File: src/hdl/tlb_macros.svh
// ####################################################################
// Size and width settings of the translation table
// Page granularity is 4 KiB, so TLB_PAGE_SHIFT stays at 12
// Both address widths must be larger than TLB_PAGE_SHIFT
// Each entry takes 16 bytes of config space, so TLB_CFG_ADDR_W must
// cover TLB_NUM_ENTRIES * 16
// ####################################################################

`ifndef TLB_MACROS_SVH
`define TLB_MACROS_SVH

// Number of segments in the table
`define TLB_NUM_ENTRIES 4

// Input and output address space widths
`define TLB_INP_ADDR_W 32
`define TLB_OUP_ADDR_W 32

// In-page offset bits, never translated
`define TLB_PAGE_SHIFT 12

// AXI4-Lite config port widths
`define TLB_CFG_ADDR_W 8
`define TLB_CFG_DATA_W 32

`endif
File: src/hdl/tlb_pkg.sv
// ####################################################################
// Shared types of the translation table
// Page numbers are the address bits above TLB_PAGE_SHIFT
// Config port structs carry only the AXI4-Lite signals the slave uses
// No prot signals are modeled
// ####################################################################

`include "tlb_macros.svh"

package tlb_pkg;

  // Page number widths in both address spaces
  localparam int unsigned INP_PAGE_W = `TLB_INP_ADDR_W - `TLB_PAGE_SHIFT;
  localparam int unsigned OUP_PAGE_W = `TLB_OUP_ADDR_W - `TLB_PAGE_SHIFT;

  typedef logic [INP_PAGE_W-1:0] inp_page_t;
  typedef logic [OUP_PAGE_W-1:0] oup_page_t;

  // AXI4-Lite response codes
  localparam logic [1:0] AXIL_OKAY   = 2'b00;
  localparam logic [1:0] AXIL_SLVERR = 2'b10;

  // Master side of the config port
  typedef struct packed {
    logic [`TLB_CFG_ADDR_W-1:0]   aw_addr;
    logic                         aw_valid;
    logic [`TLB_CFG_DATA_W-1:0]   w_data;
    logic [`TLB_CFG_DATA_W/8-1:0] w_strb;
    logic                         w_valid;
    logic                         b_ready;
    logic [`TLB_CFG_ADDR_W-1:0]   ar_addr;
    logic                         ar_valid;
    logic                         r_ready;
  } axil_req_t;

  // Slave side of the config port
  typedef struct packed {
    logic                       aw_ready;
    logic                       w_ready;
    logic [1:0]                 b_resp;
    logic                       b_valid;
    logic                       ar_ready;
    logic [`TLB_CFG_DATA_W-1:0] r_data;
    logic [1:0]                 r_resp;
    logic                       r_valid;
  } axil_resp_t;

  // One segment, input pages first..last map onto output pages from base
  typedef struct packed {
    logic      read_only;
    logic      valid;
    oup_page_t base;
    inp_page_t last;
    inp_page_t first;
  } tlb_entry_t;

  // Translation result, addr is zero on a miss
  typedef struct packed {
    logic                       hit;
    logic [`TLB_OUP_ADDR_W-1:0] addr;
  } tlb_res_t;

  // Config port FSM
  typedef enum logic [1:0] {
    CFG_IDLE,
    CFG_WR_RESP,
    CFG_RD_RESP
  } cfg_state_e;

  // Register slot inside one 16-byte entry window
  typedef enum logic [1:0] {
    FIELD_FIRST,
    FIELD_LAST,
    FIELD_BASE,
    FIELD_FLAGS
  } cfg_field_e;

endpackage

File: src/hdl/tlb_top.sv
// ####################################################################
// Single-level address translation for a bus bridge
// One AXI4-Lite config port fills the shared table
// Read and write channels translate independently with valid/ready
// Translation has zero latency without back-pressure
// ####################################################################

`include "tlb_macros.svh"

module tlb_top (
  input  logic                       clk_i,
  input  logic                       arst_n_i,
  // Config port
  input  tlb_pkg::axil_req_t         cfg_req_i,
  output tlb_pkg::axil_resp_t        cfg_resp_o,
  // Write channel
  input  logic [`TLB_INP_ADDR_W-1:0] wr_req_addr_i,
  input  logic                       wr_req_valid_i,
  output logic                       wr_req_ready_o,
  output tlb_pkg::tlb_res_t          wr_res_o,
  output logic                       wr_res_valid_o,
  input  logic                       wr_res_ready_i,
  // Read channel
  input  logic [`TLB_INP_ADDR_W-1:0] rd_req_addr_i,
  input  logic                       rd_req_valid_i,
  output logic                       rd_req_ready_o,
  output tlb_pkg::tlb_res_t          rd_res_o,
  output logic                       rd_res_valid_o,
  input  logic                       rd_res_ready_i
);

  // Table shared by both channels
  tlb_pkg::tlb_entry_t [`TLB_NUM_ENTRIES-1:0] entries;

  tlb_cfg_regs i_cfg_regs (
    .clk_i      ( clk_i      ),
    .arst_n_i   ( arst_n_i   ),
    .cfg_req_i  ( cfg_req_i  ),
    .cfg_resp_o ( cfg_resp_o ),
    .entries_o  ( entries    )
  );

  // Write channel ignores read-only segments
  tlb_lookup_chan #(
    .IS_WRITE ( 1'b1 )
  ) i_wr_chan (
    .clk_i       ( clk_i          ),
    .arst_n_i    ( arst_n_i       ),
    .entries_i   ( entries        ),
    .req_addr_i  ( wr_req_addr_i  ),
    .req_valid_i ( wr_req_valid_i ),
    .req_ready_o ( wr_req_ready_o ),
    .res_o       ( wr_res_o       ),
    .res_valid_o ( wr_res_valid_o ),
    .res_ready_i ( wr_res_ready_i )
  );

  tlb_lookup_chan #(
    .IS_WRITE ( 1'b0 )
  ) i_rd_chan (
    .clk_i       ( clk_i          ),
    .arst_n_i    ( arst_n_i       ),
    .entries_i   ( entries        ),
    .req_addr_i  ( rd_req_addr_i  ),
    .req_valid_i ( rd_req_valid_i ),
    .req_ready_o ( rd_req_ready_o ),
    .res_o       ( rd_res_o       ),
    .res_valid_o ( rd_res_valid_o ),
    .res_ready_i ( rd_res_ready_i )
  );

endmodule

File: src/hdl/tlb_lookup_chan.sv
// ####################################################################
// One translation channel with a combinational lookup
// Lowest matching entry index wins when segments overlap
// A one-deep fall-through stage holds a result under back-pressure, so
// table writes do not touch a result already waiting downstream
// With the stage full, req_ready_o stays low until the result is taken
// ####################################################################

`include "tlb_macros.svh"

module tlb_lookup_chan #(
  // Write channel skips read-only entries
  parameter bit IS_WRITE = 1'b0
) (
  input  logic                                       clk_i,
  input  logic                                       arst_n_i,
  input  tlb_pkg::tlb_entry_t [`TLB_NUM_ENTRIES-1:0] entries_i,
  input  logic [`TLB_INP_ADDR_W-1:0]                 req_addr_i,
  input  logic                                       req_valid_i,
  output logic                                       req_ready_o,
  output tlb_pkg::tlb_res_t                          res_o,
  output logic                                       res_valid_o,
  input  logic                                       res_ready_i
);

  localparam int unsigned IDX_W = (`TLB_NUM_ENTRIES > 1) ? $clog2(`TLB_NUM_ENTRIES) : 1;

  tlb_pkg::inp_page_t            req_page;
  logic [`TLB_NUM_ENTRIES-1:0]   match;
  logic [IDX_W-1:0]              match_idx;
  logic                          any_match;
  tlb_pkg::tlb_entry_t           hit_entry;
  tlb_pkg::oup_page_t            oup_page;
  tlb_pkg::tlb_res_t             lookup_res;

  // Output stage
  logic              full_q;
  tlb_pkg::tlb_res_t res_q;

  // Only the page number takes part in the match
  assign req_page = req_addr_i[`TLB_INP_ADDR_W-1:`TLB_PAGE_SHIFT];

  // Range check per entry, last page is inclusive
  for (genvar i = 0; i < `TLB_NUM_ENTRIES; i++) begin : gen_match
    assign match[i] = entries_i[i].valid
        && (req_page >= entries_i[i].first)
        && (req_page <= entries_i[i].last)
        && (!IS_WRITE || !entries_i[i].read_only);
  end

  // Walk down from the top so the lowest match is the one left standing
  always_comb begin
    match_idx = '0;
    any_match = 1'b0;
    for (int i = `TLB_NUM_ENTRIES - 1; i >= 0; i--) begin
      if (match[i]) begin
        match_idx = IDX_W'(i);
        any_match = 1'b1;
      end
    end
  end

  assign hit_entry = entries_i[match_idx];

  // Output page = base + distance from the segment start
  always_comb begin
    oup_page = hit_entry.base + tlb_pkg::oup_page_t'(req_page - hit_entry.first);
    lookup_res.hit = any_match;
    if (any_match) begin
      // In-page offset bits pass through untouched
      lookup_res.addr = {oup_page, req_addr_i[`TLB_PAGE_SHIFT-1:0]};
    end else begin
      lookup_res.addr = '0;
    end
  end

  // Empty stage lets the lookup fall straight through
  assign res_valid_o = full_q || req_valid_i;
  assign res_o       = full_q ? res_q : lookup_res;
  // A request is taken whenever the stage has room for it
  assign req_ready_o = !full_q;

  always_ff @(posedge clk_i or negedge arst_n_i) begin
    if (!arst_n_i) begin
      full_q <= 1'b0;
    end else if (full_q) begin
      // Drains when downstream takes the held result
      if (res_ready_i) begin
        full_q <= 1'b0;
      end
    end else if (req_valid_i && !res_ready_i) begin
      full_q <= 1'b1;
    end
  end

  // Result frozen at capture, later table writes do not reach it
  always_ff @(posedge clk_i) begin
    if (!full_q && req_valid_i && !res_ready_i) begin
      res_q <= lookup_res;
    end
  end

endmodule

File: src/hdl/tlb_cfg_regs.sv
// ####################################################################
// AXI4-Lite slave holding the translation table
// One transaction at a time, a pending write wins over a read
// Write strobes are ignored, every write replaces the whole field
// Addresses past the table get SLVERR, writes there are dropped and
// reads return zero
// ####################################################################

`include "tlb_macros.svh"

module tlb_cfg_regs (
  input  logic                                       clk_i,
  input  logic                                       arst_n_i,
  input  tlb_pkg::axil_req_t                         cfg_req_i,
  output tlb_pkg::axil_resp_t                        cfg_resp_o,
  output tlb_pkg::tlb_entry_t [`TLB_NUM_ENTRIES-1:0] entries_o
);

  localparam int unsigned IDX_W = (`TLB_NUM_ENTRIES > 1) ? $clog2(`TLB_NUM_ENTRIES) : 1;
  // Each entry occupies four 32-bit registers
  localparam int unsigned TABLE_BYTES = `TLB_NUM_ENTRIES * 16;

  tlb_pkg::cfg_state_e state_q;
  tlb_pkg::cfg_state_e state_d;

  tlb_pkg::tlb_entry_t [`TLB_NUM_ENTRIES-1:0] entries_q;

  // Address decode for both directions
  logic [IDX_W-1:0]    wr_idx;
  logic [IDX_W-1:0]    rd_idx;
  tlb_pkg::cfg_field_e wr_field;
  tlb_pkg::cfg_field_e rd_field;
  logic                wr_in_range;
  logic                rd_in_range;

  // Handshake strobes, high for exactly one cycle
  logic wr_hs;
  logic rd_hs;

  logic [`TLB_CFG_DATA_W-1:0] rd_data;

  // Held response payload
  logic [1:0]                 b_resp_q;
  logic [`TLB_CFG_DATA_W-1:0] r_data_q;
  logic [1:0]                 r_resp_q;

  // Byte address = entry * 16 + field * 4
  assign wr_idx      = cfg_req_i.aw_addr[4 +: IDX_W];
  assign rd_idx      = cfg_req_i.ar_addr[4 +: IDX_W];
  assign wr_field    = tlb_pkg::cfg_field_e'(cfg_req_i.aw_addr[3:2]);
  assign rd_field    = tlb_pkg::cfg_field_e'(cfg_req_i.ar_addr[3:2]);
  assign wr_in_range = 32'(cfg_req_i.aw_addr) < TABLE_BYTES;
  assign rd_in_range = 32'(cfg_req_i.ar_addr) < TABLE_BYTES;

  // Next state and handshake strobes
  always_comb begin
    state_d = state_q;
    wr_hs   = 1'b0;
    rd_hs   = 1'b0;
    case (state_q)
      tlb_pkg::CFG_IDLE: begin
        // AW and W are taken together in one cycle
        if (cfg_req_i.aw_valid && cfg_req_i.w_valid) begin
          wr_hs   = 1'b1;
          state_d = tlb_pkg::CFG_WR_RESP;
        end else if (cfg_req_i.ar_valid && !cfg_req_i.aw_valid && !cfg_req_i.w_valid) begin
          // Reads wait while any part of a write is offered
          rd_hs   = 1'b1;
          state_d = tlb_pkg::CFG_RD_RESP;
        end
      end
      tlb_pkg::CFG_WR_RESP: begin
        if (cfg_req_i.b_ready) begin
          state_d = tlb_pkg::CFG_IDLE;
        end
      end
      tlb_pkg::CFG_RD_RESP: begin
        if (cfg_req_i.r_ready) begin
          state_d = tlb_pkg::CFG_IDLE;
        end
      end
      default: begin
        state_d = tlb_pkg::CFG_IDLE;
      end
    endcase
  end

  always_ff @(posedge clk_i or negedge arst_n_i) begin
    if (!arst_n_i) begin
      state_q <= tlb_pkg::CFG_IDLE;
    end else begin
      state_q <= state_d;
    end
  end

  // Table storage, all entries invalid after reset
  always_ff @(posedge clk_i or negedge arst_n_i) begin
    if (!arst_n_i) begin
      entries_q <= '0;
    end else if (wr_hs && wr_in_range) begin
      unique case (wr_field)
        tlb_pkg::FIELD_FIRST: begin
          entries_q[wr_idx].first <= cfg_req_i.w_data[tlb_pkg::INP_PAGE_W-1:0];
        end
        tlb_pkg::FIELD_LAST: begin
          entries_q[wr_idx].last <= cfg_req_i.w_data[tlb_pkg::INP_PAGE_W-1:0];
        end
        tlb_pkg::FIELD_BASE: begin
          entries_q[wr_idx].base <= cfg_req_i.w_data[tlb_pkg::OUP_PAGE_W-1:0];
        end
        tlb_pkg::FIELD_FLAGS: begin
          entries_q[wr_idx].valid     <= cfg_req_i.w_data[0];
          entries_q[wr_idx].read_only <= cfg_req_i.w_data[1];
        end
      endcase
    end
  end

  // Readback mux, undefined bits read as zero
  always_comb begin
    rd_data = '0;
    unique case (rd_field)
      tlb_pkg::FIELD_FIRST: rd_data[tlb_pkg::INP_PAGE_W-1:0] = entries_q[rd_idx].first;
      tlb_pkg::FIELD_LAST:  rd_data[tlb_pkg::INP_PAGE_W-1:0] = entries_q[rd_idx].last;
      tlb_pkg::FIELD_BASE:  rd_data[tlb_pkg::OUP_PAGE_W-1:0] = entries_q[rd_idx].base;
      tlb_pkg::FIELD_FLAGS: rd_data[1:0] = {entries_q[rd_idx].read_only, entries_q[rd_idx].valid};
    endcase
    if (!rd_in_range) begin
      rd_data = '0;
    end
  end

  // Response payload captured at the address handshake
  always_ff @(posedge clk_i) begin
    if (wr_hs) begin
      b_resp_q <= wr_in_range ? tlb_pkg::AXIL_OKAY : tlb_pkg::AXIL_SLVERR;
    end
    if (rd_hs) begin
      r_data_q <= rd_data;
      r_resp_q <= rd_in_range ? tlb_pkg::AXIL_OKAY : tlb_pkg::AXIL_SLVERR;
    end
  end

  assign cfg_resp_o.aw_ready = wr_hs;
  assign cfg_resp_o.w_ready  = wr_hs;
  assign cfg_resp_o.b_valid  = (state_q == tlb_pkg::CFG_WR_RESP);
  assign cfg_resp_o.b_resp   = b_resp_q;
  assign cfg_resp_o.ar_ready = rd_hs;
  assign cfg_resp_o.r_valid  = (state_q == tlb_pkg::CFG_RD_RESP);
  assign cfg_resp_o.r_data   = r_data_q;
  assign cfg_resp_o.r_resp   = r_resp_q;

  // New entries reach both channels one cycle after the handshake
  assign entries_o = entries_q;

endmodule

File: config.mk
export PLATFORM = sky130hd
export DESIGN_NAME = tlb_top
export DESIGN_NICKNAME = d
export VERILOG_FILES = /design/src/hdl/tlb_pkg.sv /design/src/hdl/tlb_top.sv /design/src/hdl/tlb_lookup_chan.sv /design/src/hdl/tlb_cfg_regs.sv
export VERILOG_INCLUDE_DIRS = /design/src /design/src/hdl
export SDC_FILE = /design/constraint.sdc
export NUM_CORES = 1
export LEC_CHECK = 0
export CORE_AREA = 2 2 202 204
export DETAILED_ROUTE_END_ITERATION = 7
export DIE_AREA = 0 0 204 206
export DONT_BUFFER_PORTS = 1
export GPL_ROUTABILITY_DRIVEN = 0
export PLACE_DENSITY = 0.86
export SETUP_SLACK_MARGIN = 0.3
export SLEW_MARGIN = 25
export SYNTH_ARGS = -nofsm -noshare
export SYNTH_HDL_FRONTEND = slang
export SYNTH_SLANG_ARGS = --single-unit
export TNS_END_PERCENT = 100
File: constraint.sdc
create_clock -name clk_i -period 17.6 [get_ports clk_i]
set_input_delay 3.52 -clock clk_i [delete_from_list [all_inputs] [get_ports clk_i]]
set_output_delay 3.52 -clock clk_i [all_outputs]
set_load 0.05 [all_outputs]
; ---- After elaboration in Yosys (flattened, before gate mapping)
; Index checks and enable logic that the tools add are counted.
[classes]
n_addsub = 4
n_lt_le_gt_ge = 23
n_eq_ne = 11
muxes = 62
n_reduce_logical = 47
[op_table]
columns = cell, n
row1 = bitwise mux 248 bit, 5
row2 = case mux 248 bit (4 select lines), 1
row3 = demux 62 bit (select 2 bit), 5
row4 = binary-select mux 62 bit (select 2 bit), 3
row5 = two-way mux 60 bit, 3
row6 = >= comparator 20 bit, 8
row7 = <= comparator 20 bit, 8
row8 = two-way mux 62 bit, 2
row9 = two-way mux 33 bit, 2
row10 = two-way mux 32 bit, 2
row11 = two-way mux 61 bit, 1
row12 = case mux 18 bit (3 select lines), 1
row13 = adder 20 bit, 2
row14 = two-way mux 40 bit, 1
row15 = subtractor 20 bit, 2
row16 = logical AND 1 bit, 31
row17 = two-way mux 2 bit, 14
row18 = two-way mux 20 bit, 1
row19 = two-way mux 1 bit, 19
row20 = "< comparator 8 x 7 -> 1 bit, second input constant", 2
row21 = "< comparator 2 x 3 -> 1 bit, second input constant", 4
row22 = "== test 2 bit, second input constant", 5
row23 = zero test 1 bit, 10
row24 = case mux 2 bit (4 select lines), 1
row25 = other kinds (8), 14
[word_totals]
ff_bits = 354
in_bits = 127
output_inout_bits = 111
wordCells = 178

; ---- Logic depth before layout (Yosys ltp)
[depth]
depth_word = 14
mapped_depth = 30
depth_no_buf = 29

; ---- Modules after synthesis
; From an unflattened synthesis, not the netlist that was laid out.
[unflattened]
cells_unflattened = 2790
hier_area_um2 = 29687.2
[modules_own_cells]
columns = mod, n_inst, cells_each, area_each_um2, seq_area_each_um2
row1 = tlb_cfg_regs, 1, 828, 13325.3, 6916.6
row2 = tlb_lookup_chan (i_wr_chan), 1, 1028, 8181.6, 1016.0
row3 = tlb_lookup_chan (i_rd_chan), 1, 934, 8180.3, 1016.0

; ---- Worst setup path after synthesis
; Ideal clock, no wire load.
[synth_path]
path_type = in2out
start = input port wr_req_addr_i[13]
end = output port wr_res_o[30] (netlist name)
arrival_time_ps = 9877
required_ps = 14080
slack_ps = 4203
stages = 26
n_path_buf = 2
path_cell_list = ha_1 -> nor2b_1 -> o21ai_0 -> a21boi_2 -> o41a_1 -> nor4bb_1 -> a21bo_2 -> a21oi_1 -> clkbuf_1 -> clkbuf_1 -> nand2_1 -> o211ai_1 -> o21ai_0 -> fa_1 -> ha_1 -> nor2b_1 -> o21a_1 -> o21ai_0 -> a211oi_1 -> o41ai_1 -> a21boi_0 -> o21a_1 -> o21ai_0 -> a21oi_1 -> xnor2_1 -> o31ai_1
[synth_lines]
columns = element, line_no
row1 = "start, declared", tlb_top.sv:17  ; input logic [`TLB_INP_ADDR_W-1:0] wr_req_addr_i,
row2 = "end, declared", tlb_top.sv:20  ; output tlb_pkg::tlb_res_t wr_res_o,

==> run_results.csv <==
group,metric,value,unit
status,status,"finished, final reports clean",
logic_synthesis,synth_xor_area_share,1.17,%
logic_synthesis,synth_adder_area_share,19.1,%
layout,final_util,72.8,%
timing,slew_headroom,28.5,%
global_route,grt_usage,40.8,%
logic_synthesis,synth-compound-area-share,14.8,%
clocking,cts.hold.buffers_added,0,
logic_synthesis,synth-simple-area-share,11.0,%
timing,drv_slew,0,
place,dp_cells,3158,
timing,setup_viol_count_final,0,
die,chipHeight,206,um
worst_setup_path,cp.required,14080,ps
worst_setup_path,critPathKind,"in2out",
routing,vias,23200,
job,maxCapViolCount,0,
timing,finalSetupTns,0,ps
logic_synthesis,synth_area,27600,um2
timing,max_clock_freq,65.4,MHz
clocking,clk_pin_slew,60,ps
die,ios,238,
timing,tightest_slew,1070,ps
logic_synthesis,async_reset_ff_share,74.1,%
clocking,cts.sink_count,340,
place,post-dp-hpwl,63100,um
die,start_util,68.6,%
timing,rsz0062_at_grt,"false",
routing,drt_iter0_markers,3166,
timing,hold_slack,540,ps
timing,fin_skew,19.7,ps
layout,final_cell_count_no_fill,3233,
die,die_x,204,um
worst_setup_path,end_kind,"output port",
routing,routed_wl,86400,um
layout,ff_latch_area,8950,um2
clocking,cts_buffer_depth,3,
worst_setup_path,arrival,11760,ps
place,place_area,28000,um2
clocking,h-tree-depth,2,
routing,wl_per_cell,26.7,um
clocking,cts_setup_buffers,0,
clocking,numCtsBuffers,38,
layout,design_area,29200,um2
logic_synthesis,ys_types,82,
layout,mostFrequentLayoutCells,"360 x ha_1, 252 x dfrtp_1, 233 x nand2_1",
routing,drc_errors,0,
routing,ant_nets,0,
clocking,cts_tree,"yes",
worst_setup_path,cp_max_fo,58,
power_and_ir_drop,p_leak,12.7,nW
clocking,root_buffer,"clkbuf_16",
layout,nFillCells,2633,
clocking,worstSkewPairLatency,560,ps
logic_synthesis,synth_mux_area_share,16.5,%
layout,drive_above_1_share,16.1,%
worst_setup_path,startpoint_type,"input port",
layout,final_common_cell,"ha_1",
logic_synthesis,synthCells,2741,
power_and_ir_drop,total_power,2.76,mW
logic_synthesis,syn_avg_cell_area,10.1,um2
die,core_region_area,40200,um2
die,die_area,42000,um2
global_route,grt_max_degree,253,
global_route,antenna_found_initial,4,
layout,multi_input_area,17500,um2
global_route,grt_pass1_vias,23500,
place,dp_slack,2670,ps
logic_synthesis,synth_top_family_by_area,"adder cells",
global_route,grt_pass1_wl,131000,um
die,rows,74,
logic_synthesis,yosys_warnings,0,
logic_synthesis,yosys_register_bits,340,
layout,syn_to_final_growth,6.02,%
routing,drtPass1Iterations,7,
timing,min_period,15280,ps
worst_setup_path,critPathLaunch,"wr_req_addr_i[12]",
timing,min_period_over_period,86.8,%
min_path,hold_path.class,"reg2reg",
timing,worst_slack,2320,ps
routing,via_per_inst,7.16,
logic_synthesis,synth-edff-count,88,
timing,hold_viol,0,
logic_synthesis,ys_seq_area_share,32.4,%
global_route,grt_overflow,0,
power_and_ir_drop,ir_drop,0.0000548,V
worst_setup_path,regToRegSetupSlack,9220,ps
logic_synthesis,ys.flop_type,"dfrtp_1",
layout,fin_nets,3192,
place,numPortBuffers,0,
clocking,cts_resized,0,
power_and_ir_drop,power_density,94.5,nW/um2
[final timing paths]
check	end	cells past startpoint
min in group asynchronous	asynchronous set/reset pin	0
min	register	1
max in group asynchronous	asynchronous set/reset pin	0
max reg2reg	i_wr_chan.res_q[30]	25
min reg2reg	register	1
max	wr_res_o[30]	25
[area by class of cell]
class	count	area share, %
clock inverter	15	0.351
multi-input combinational	2074	60.0
sequential	340	30.6
clock buffer	54	3.60
tap	532	2.28
inverter	187	2.40
antenna	5	0.0428
timing repair buffer	26	0.736
[layer usage]
metal	part of all wire (%)	track usage (%)	up-vias
met5	0	0	-
met4	7.2	26.4	0
met3	14	12.8	449
met2	44	63.7	1642
met1	35	49.1	11200
li1	-	-	9897
[cells in the mapped netlist, types with 24 or more instances]
| cell type | number | share of area, % |
|---|---|---|
| a211oi_1 | 62 | 1.7 |
| a21o_1 | 43 | 1.2 |
| a21oi_1 | 165 | 3.0 |
| and2_1 | 32 | 0.73 |
| clkbuf_1 | 107 | 1.5 |
| dfrtp_1 | 252 | 23 |
| edfxtp_1 | 88 | 9.6 |
| fa_1 | 38 | 2.8 |
| ha_1 | 360 | 16 |
| inv_1 | 184 | 2.5 |
| mux2_2 | 223 | 9.1 |
| mux2i_1 | 60 | 2.2 |
| mux4_2 | 64 | 5.2 |
| nand2_1 | 233 | 3.2 |
| nand2b_1 | 24 | 0.54 |
| nand3_1 | 26 | 0.47 |
| nand4_1 | 43 | 0.98 |
| nor2_1 | 133 | 1.8 |
| nor2b_1 | 62 | 1.4 |
| o211ai_1 | 46 | 1.3 |
| o21ai_0 | 191 | 3.5 |
| o31ai_1 | 35 | 0.95 |
[where the power goes]
group	total [mW]	internal (mW)	leakage, nW	switching (mW)
clock network	0.763	0.420	0.571	0.343
registers	0.925	0.873	4.04	0.0515
logic	1.07	0.392	8.10	0.683
total	2.76	1.69	12.7	1.08
[worst max-delay path, cell delays in order]
cell and delay, ps:
inv_1 330, ha_1 310, nand2b_1 140, a211oi_1 330, o21a_1 200, o21ai_1 140, a211oi_1 480, nor4_2 210
nand2b_1 280, nor2_4 830, buf_4 750, o211ai_1 180, o21ai_0 260, fa_1 510, ha_1 350, a21o_1 220
nor3_1 250, a211oi_1 200, o41ai_1 440, a21boi_0 190, o21a_1 190, o21ai_0 270, a21oi_1 140, xnor2_1 190
o31ai_2 790
[kinds of logic (layout without fill, tap and decap cells)]
group | after synthesis | after routing
buffers and inverters | 340 | 282
flip-flops | 340 | 340
XOR/XNOR | 37 | 37
multiplexers | 347 | 347
AND/OR/NAND/NOR | 628 | 628
other | 1 | 19
adder cells (fa/ha/maj) | 398 | 398
AO/OA/AOI/OAI | 650 | 650
No activity file was read; power rests on OpenSTA's default activity.
